<file path="src/trace_settings.svh">
// Entry count must be a power of two and TRACE_PTR_WIDTH must equal its base-two log

`ifndef TRACE_SETTINGS_SVH
`define TRACE_SETTINGS_SVH

////////////////////////////////////////
// Buffer geometry
////////////////////////////////////////

// Number of trace packets held in the circular buffer
`define TRACE_NUM_ENTRIES 64

// Entry index width, log2 of the entry count
`define TRACE_PTR_WIDTH 6

////////////////////////////////////////
// Debug transport
////////////////////////////////////////

// Debug-port address that loads the read pointer
// Writes to any other debug address are dropped
`define TRACE_DBG_RD_PTR_ADDR 7'h5D

`endif

</file>
<file path="src/trace_pkg.sv">
// Packet layout is fixed at four dwords and register offsets are byte addresses on a 5-bit bus

package trace_pkg;

    ////////////////////////////////////////
    // Trace packet and core report
    ////////////////////////////////////////

    // Stored packet, dword 0 in the low bits
    // Dword 3 carries the status bits with zero fill above bit 6
    typedef struct packed {
        logic [24:0] reserved;
        logic        interrupt;
        logic [4:0]  ecause;
        logic        exception;
        logic [31:0] tval;
        logic [31:0] address;
        logic [31:0] insn;
    } trace_packet_t;

    // Raw retire report from the core, one per cycle at most
    typedef struct packed {
        logic        valid;
        logic [31:0] insn;
        logic [31:0] address;
        logic        exception;
        logic [4:0]  ecause;
        logic        interrupt;
        logic [31:0] tval;
    } trace_report_t;

    ////////////////////////////////////////
    // Firmware register bus
    ////////////////////////////////////////

    // Single-cycle request strobe with byte strobes for writes
    typedef struct packed {
        logic        req;
        logic        write;
        logic [4:0]  addr;
        logic [31:0] wdata;
        logic [3:0]  wstrb;
    } bus_req_t;

    // Response is valid in the request cycle
    typedef struct packed {
        logic [31:0] rdata;
        logic        error;
    } bus_rsp_t;

    // Register map, byte offsets
    typedef enum logic [4:0] {
        REG_STATUS = 5'h00,
        REG_CONFIG = 5'h04,
        REG_WR_PTR = 5'h08,
        REG_RD_PTR = 5'h0C,
        REG_DATA   = 5'h10
    } trace_reg_e;

    // Flat register view for the debug transport
    typedef struct packed {
        logic [31:0] status;
        logic [31:0] cfg;
        logic [31:0] wr_ptr;
        logic [31:0] rd_ptr;
        logic [31:0] data;
    } trace_dbg_view_t;

endpackage

</file>
<file path="src/trace_regs.sv">
// Single-cycle accesses, only RD_PTR is writable, nothing is reachable without debug_en

`timescale 1ns/100ps

`include "trace_settings.svh"

module trace_regs (
    input  logic                          clk,
    input  logic                          rst_b,
    input  logic                          debug_en,
    input  trace_pkg::bus_req_t           bus_req,
    output trace_pkg::bus_rsp_t           bus_rsp,
    input  logic                          dbg_wen,
    input  logic [6:0]                    dbg_addr,
    input  logic [31:0]                   dbg_wdata,
    output trace_pkg::trace_dbg_view_t    dbg_view,
    input  logic [`TRACE_PTR_WIDTH-1:0]   wr_ptr,
    input  logic                          valid_data,
    input  logic                          wrapped,
    input  logic [31:0]                   rd_dword,
    output logic [31:0]                   rd_ptr
);

    // Buffer depth in dwords, four per entry
    localparam logic [31:0] DEPTH_DWORDS = 32'(`TRACE_NUM_ENTRIES * 4);

    // Address decode
    trace_pkg::trace_reg_e      reg_addr;
    logic                       addr_hit;
    logic                       addr_is_rd_ptr;

    // Write qualification
    logic                       bus_err;
    logic                       bus_wr;
    logic                       dbg_wr;
    logic [31:0]                bus_biten;
    logic [31:0]                rd_ptr_strobed;

    // Read data before it joins the response
    logic [31:0]                rd_data;

    // Register contents before the debug gate
    trace_pkg::trace_dbg_view_t reg_view;

    ////////////////////////////////////////
    // Decode
    ////////////////////////////////////////

    assign reg_addr = trace_pkg::trace_reg_e'(bus_req.addr);

    always_comb begin
        case (reg_addr)
            trace_pkg::REG_STATUS,
            trace_pkg::REG_CONFIG,
            trace_pkg::REG_WR_PTR,
            trace_pkg::REG_RD_PTR,
            trace_pkg::REG_DATA:   addr_hit = 1'b1;
            default:               addr_hit = 1'b0;
        endcase
    end

    assign addr_is_rd_ptr = (reg_addr == trace_pkg::REG_RD_PTR);

    // Error on locked access, a hole in the map, or a write to a read-only register
    assign bus_err = bus_req.req
                   & (~debug_en | ~addr_hit | (bus_req.write & ~addr_is_rd_ptr));

    // Legal firmware write, always to RD_PTR
    assign bus_wr = bus_req.req & bus_req.write & ~bus_err;

    // Debug transport write hits only the read pointer address
    assign dbg_wr = debug_en & dbg_wen & (dbg_addr == `TRACE_DBG_RD_PTR_ADDR);

    ////////////////////////////////////////
    // Read pointer
    ////////////////////////////////////////

    // Expand byte strobes to a bit mask
    always_comb begin
        for (int b = 0; b < 4; b++) begin
            bus_biten[b*8 +: 8] = {8{bus_req.wstrb[b]}};
        end
    end

    // Merge enabled bytes of the firmware write into the current value
    assign rd_ptr_strobed = (rd_ptr & ~bus_biten) | (bus_req.wdata & bus_biten);

    // Debug port has priority over firmware
    always_ff @(posedge clk or negedge rst_b) begin
        if (!rst_b) begin
            rd_ptr <= '0;
        end else if (dbg_wr) begin
            rd_ptr <= dbg_wdata;
        end else if (bus_wr) begin
            rd_ptr <= rd_ptr_strobed;
        end
    end

    ////////////////////////////////////////
    // Register contents
    ////////////////////////////////////////

    always_comb begin
        reg_view        = '0;
        reg_view.status = {30'b0, wrapped, valid_data};
        reg_view.cfg    = DEPTH_DWORDS;
        // Entry index scaled to dwords
        reg_view.wr_ptr = 32'({wr_ptr, 2'b00});
        reg_view.rd_ptr = rd_ptr;
        reg_view.data   = rd_dword;
    end

    // Read data only for a legal read, zero otherwise
    always_comb begin
        rd_data = '0;
        if (bus_req.req && !bus_req.write && !bus_err) begin
            case (reg_addr)
                trace_pkg::REG_STATUS: rd_data = reg_view.status;
                trace_pkg::REG_CONFIG: rd_data = reg_view.cfg;
                trace_pkg::REG_WR_PTR: rd_data = reg_view.wr_ptr;
                trace_pkg::REG_RD_PTR: rd_data = reg_view.rd_ptr;
                trace_pkg::REG_DATA:   rd_data = reg_view.data;
                default:               rd_data = '0;
            endcase
        end
    end

    assign bus_rsp.rdata = rd_data;
    assign bus_rsp.error = bus_err;

    // Debug transport sees nothing outside debug mode
    assign dbg_view = debug_en ? reg_view : '0;

    ////////////////////////////////////////
    // Checks
    ////////////////////////////////////////

    error_needs_req: assert property (
        @(posedge clk) disable iff (!rst_b)
        bus_rsp.error |-> bus_req.req
    );

    // A rejected write leaves the pointer alone unless the debug port moves it
    error_write_no_effect: assert property (
        @(posedge clk) disable iff (!rst_b)
        (bus_rsp.error && bus_req.write && !dbg_wr) |=> $stable(rd_ptr)
    );

endmodule

</file>
<file path="config.mk">
export PLATFORM = sky130hd
export DESIGN_NAME = trace_regs
export DESIGN_NICKNAME = d
export VERILOG_FILES = /design/src/trace_pkg.sv /design/src/trace_regs.sv
export VERILOG_INCLUDE_DIRS = /design/src
export SDC_FILE = /design/constraint.sdc
export NUM_CORES = 1
export LEC_CHECK = 0
export BUFFER_PORTS_ARGS = -buffer_cell sky130_fd_sc_hd__clkbuf_2
export CAP_MARGIN = 20
export CORE_AREA = 4 4 134 136
export DETAILED_ROUTE_END_ITERATION = 8
export DIE_AREA = 0 0 138 140
export HOLD_SLACK_MARGIN = 0.03
export SLEW_MARGIN = 15
export SYNTH_ARGS = -nofsm -noshare
export SYNTH_HDL_FRONTEND = slang
export SYNTH_SLANG_ARGS = --single-unit
</file>
<file path="constraint.sdc">
create_clock -name clk -period 1.6 [get_ports clk]
set_input_delay 0.32 -clock clk [delete_from_list [all_inputs] [get_ports clk]]
set_output_delay 0.32 -clock clk [all_outputs]
set_load 0.005 [all_outputs]
</file>
==> run summary <==
status: finished with violations
failing checks: negative setup slack
antenna cells: 0
met3 wire len: 1110 um
CTS tree: built
GRT overflow: 0
antenna violations before repair: 0
Post-DP Area: 5180 um^2
die height: 140 um
Seq/Total Area, Yosys: 21.7%
FMAX: 0.532 GHz
Remaining DRCs: 0
DRT Pass-1 Iters: 6
Fin. Hold Viols: 0
Area Overhead vs Synth: 59.5%
fill cell count: 1831
later-pin clock latency in the skew report: 270 ps
slowest stage delay, CP: 280 ps
CP cell instances: clkbuf_16 > nor4_4 > buf_4 > buf_12 > buf_12 > nand3_2 > a21oi_1 > buf_2
commonest non-fill, non-tap cell in the layout: clkbuf_2
Mapped Cells: 504
wire length on met2: 9200 um
Worst path slowest cell: nor4_4
H-tree levels: 2
number of nets with antenna violations after routing: 0
Most used DFF post-synth: dfrtp_1
PwrDens: 534 nW/um^2
CP Data Arrival Time: 1560 ps
Post-synth ARST share: 100%
RSZ-0062 raised after global routing: yes
hpwl dp: 14100 um
vias: 4705
Setup crit start: bus_req[36]
Die Width: 138 um
Post-synth EDFFs: 0
Die ar.: 19300 um^2
Synth Warn #: 0
hold buffers post-CTS: 0
IO Pins: 351
first-pass GRT wire length: 27000 um
worst vdd ir: 0.000326 V
Clock Skew: 0 ps
vias per cell: 4.76
Worst Path Required: 1280 ps
HP Class: in2async
Syn Area/Cell: 7.33 um^2
Worst path most repeated cell: buf_12
Yosys cell types: 30
post-synth top area share: 21.7%
# rows: 48
Seq cells post-synth: 32
Initial Utilization: 21.8%
maximum clock path buffer count: 2
minimum clock period: 1880 ps
Max Cap Viol: 0
endpoints failing setup: 33
clk sinks: 32
DR iter-0 viols: 297
Reg2Reg Setup Slack: 570 ps
Worst Path Max Fanout: 8
most frequent cells in the layout: 237 x clkbuf_2, 87 x conb_1, 72 x and2_1
Fin Setup TNS: -6240 ps
crit path launch type: primary input
Lkg Pwr: 2.71 nW
area leader, netlist: dfrtp_1
Area contributors post-synth: dfrtp_1 22%, buf_4 18%, and2_1 12%
total CTS buffers: 5
WL met1: 7960 um
design area: 5890 um^2
Cell Area, Synth: 3690 um^2
max layer used: met4
Core Area: 16900 um^2
GP Congestion: 0.880
Total GRT Usage: 17.5%
clock slew at reported path FFs: 50 ps
worst r2r path cells: 3
Slew Viols, Final: 0
final setup margin: -280 ps
fin nets: 890
number of global-route vias before repair: 4488
Setup crit end kind: primary output
hold slack: 65.3 ps
Port-buffer cells: 263
Root Driver: clkbuf_16
share of cells above drive strength 1: 51.0%
Crit Path Category: in2out
routed wire length: 18500 um
period utilization: 118%
Avg WL per Cell: 18.7 um
largest net degree at the start of global routing: 43
==> layout make-up <==
cell class | instances | area (um^2) | area share (%)
inverter | 6 | 22.5 | 0.382
multi-input combinational | 406 | 2680 | 45.5
tap | 225 | 282 | 4.78
clock buffer | 7 | 153 | 2.59
timing repair buffer | 313 | 1960 | 33.2
sequential | 32 | 801 | 13.6
==> critical path, delay by kind of cell <==
family / cells / cell delay, ps
and+or+nand+nor: 2 / 350
buffers and inverters: 5 / 720
AOI/OAI and AO/OA: 1 / 170
==> cells by family after synthesis <==
family | after synthesis | share of synthesized area, %
AND/OR/NAND/NOR | 217 | 35.0
AO/OA/AOI/OAI | 100 | 17.3
flip-flops | 32 | 21.7
multiplexers | 2 | 0.610
buffers and inverters | 152 | 25.3
other | 1 | 0.101
==> how the worst max path moves through the flow <==
stage                        to  slack [ps]  depth (start not counted)
detailed placement  bus_rsp[13]        -250                          6
floorplan           bus_rsp[13]         -50                          5
finish              bus_rsp[17]        -280                          8
global placement    bus_rsp[13]        -240                          6
global route        bus_rsp[17]        -320                          8
CTS                  bus_rsp[8]        -230                          8
==> routing by layer <==
| layer | up-vias | global-route usage, % |
|---|---|---|
| met5 | - | 0 |
| met4 | 0 | 5.25 |
| met3 | 18 | 2.59 |
| met2 | 215 | 29.2 |
| met1 | 2269 | 23.5 |
| li1 | 2203 | - |
==> where the power goes <==
group | switching, W | total [W] | internal, W
combinational | 0.000553 | 0.00105 | 0.000497
sequential | 0.000197 | 0.00110 | 0.000908
clock | 0.000340 | 0.000993 | 0.000652
total | 0.00109 | 0.00315 | 0.00206
==> metrics by stage <==
step	total power (W)	worst slack [ps]	utilization, %	instances
floorplan	0.00158	-45.5	-	590
global placement	0.00207	-245	30.6	969
detailed placement	0.00207	-248	30.6	969
CTS	0.00315	-235	33.9	991
global route	0.00333	-323	34.8	989
finish	0.00315	-280	34.8	989
==> cells in the mapped netlist (3+ instances only) <==
cell and n:
buf_6 3, a31oi_1 38, inv_1 6, dfrtp_1 32, buf_4 89, buf_2 6, a21oi_1 24, nand3_1 66
nand4_1 34, o31ai_1 32, nor2_1 3, clkbuf_1 48, and2_1 72, nor4_1 32
==> repair_timing <==
| action | CTS | global route |
|---|---|---|
| cloned | 5 | 1 |
| pin swaps | 16 | 34 |
| setup buffers | 10 | 3 |
| endpoints found under the setup margin | 33 | 55 |
| resized for setup | 44 | 67 |
Power figures use the tool's default switching activity.
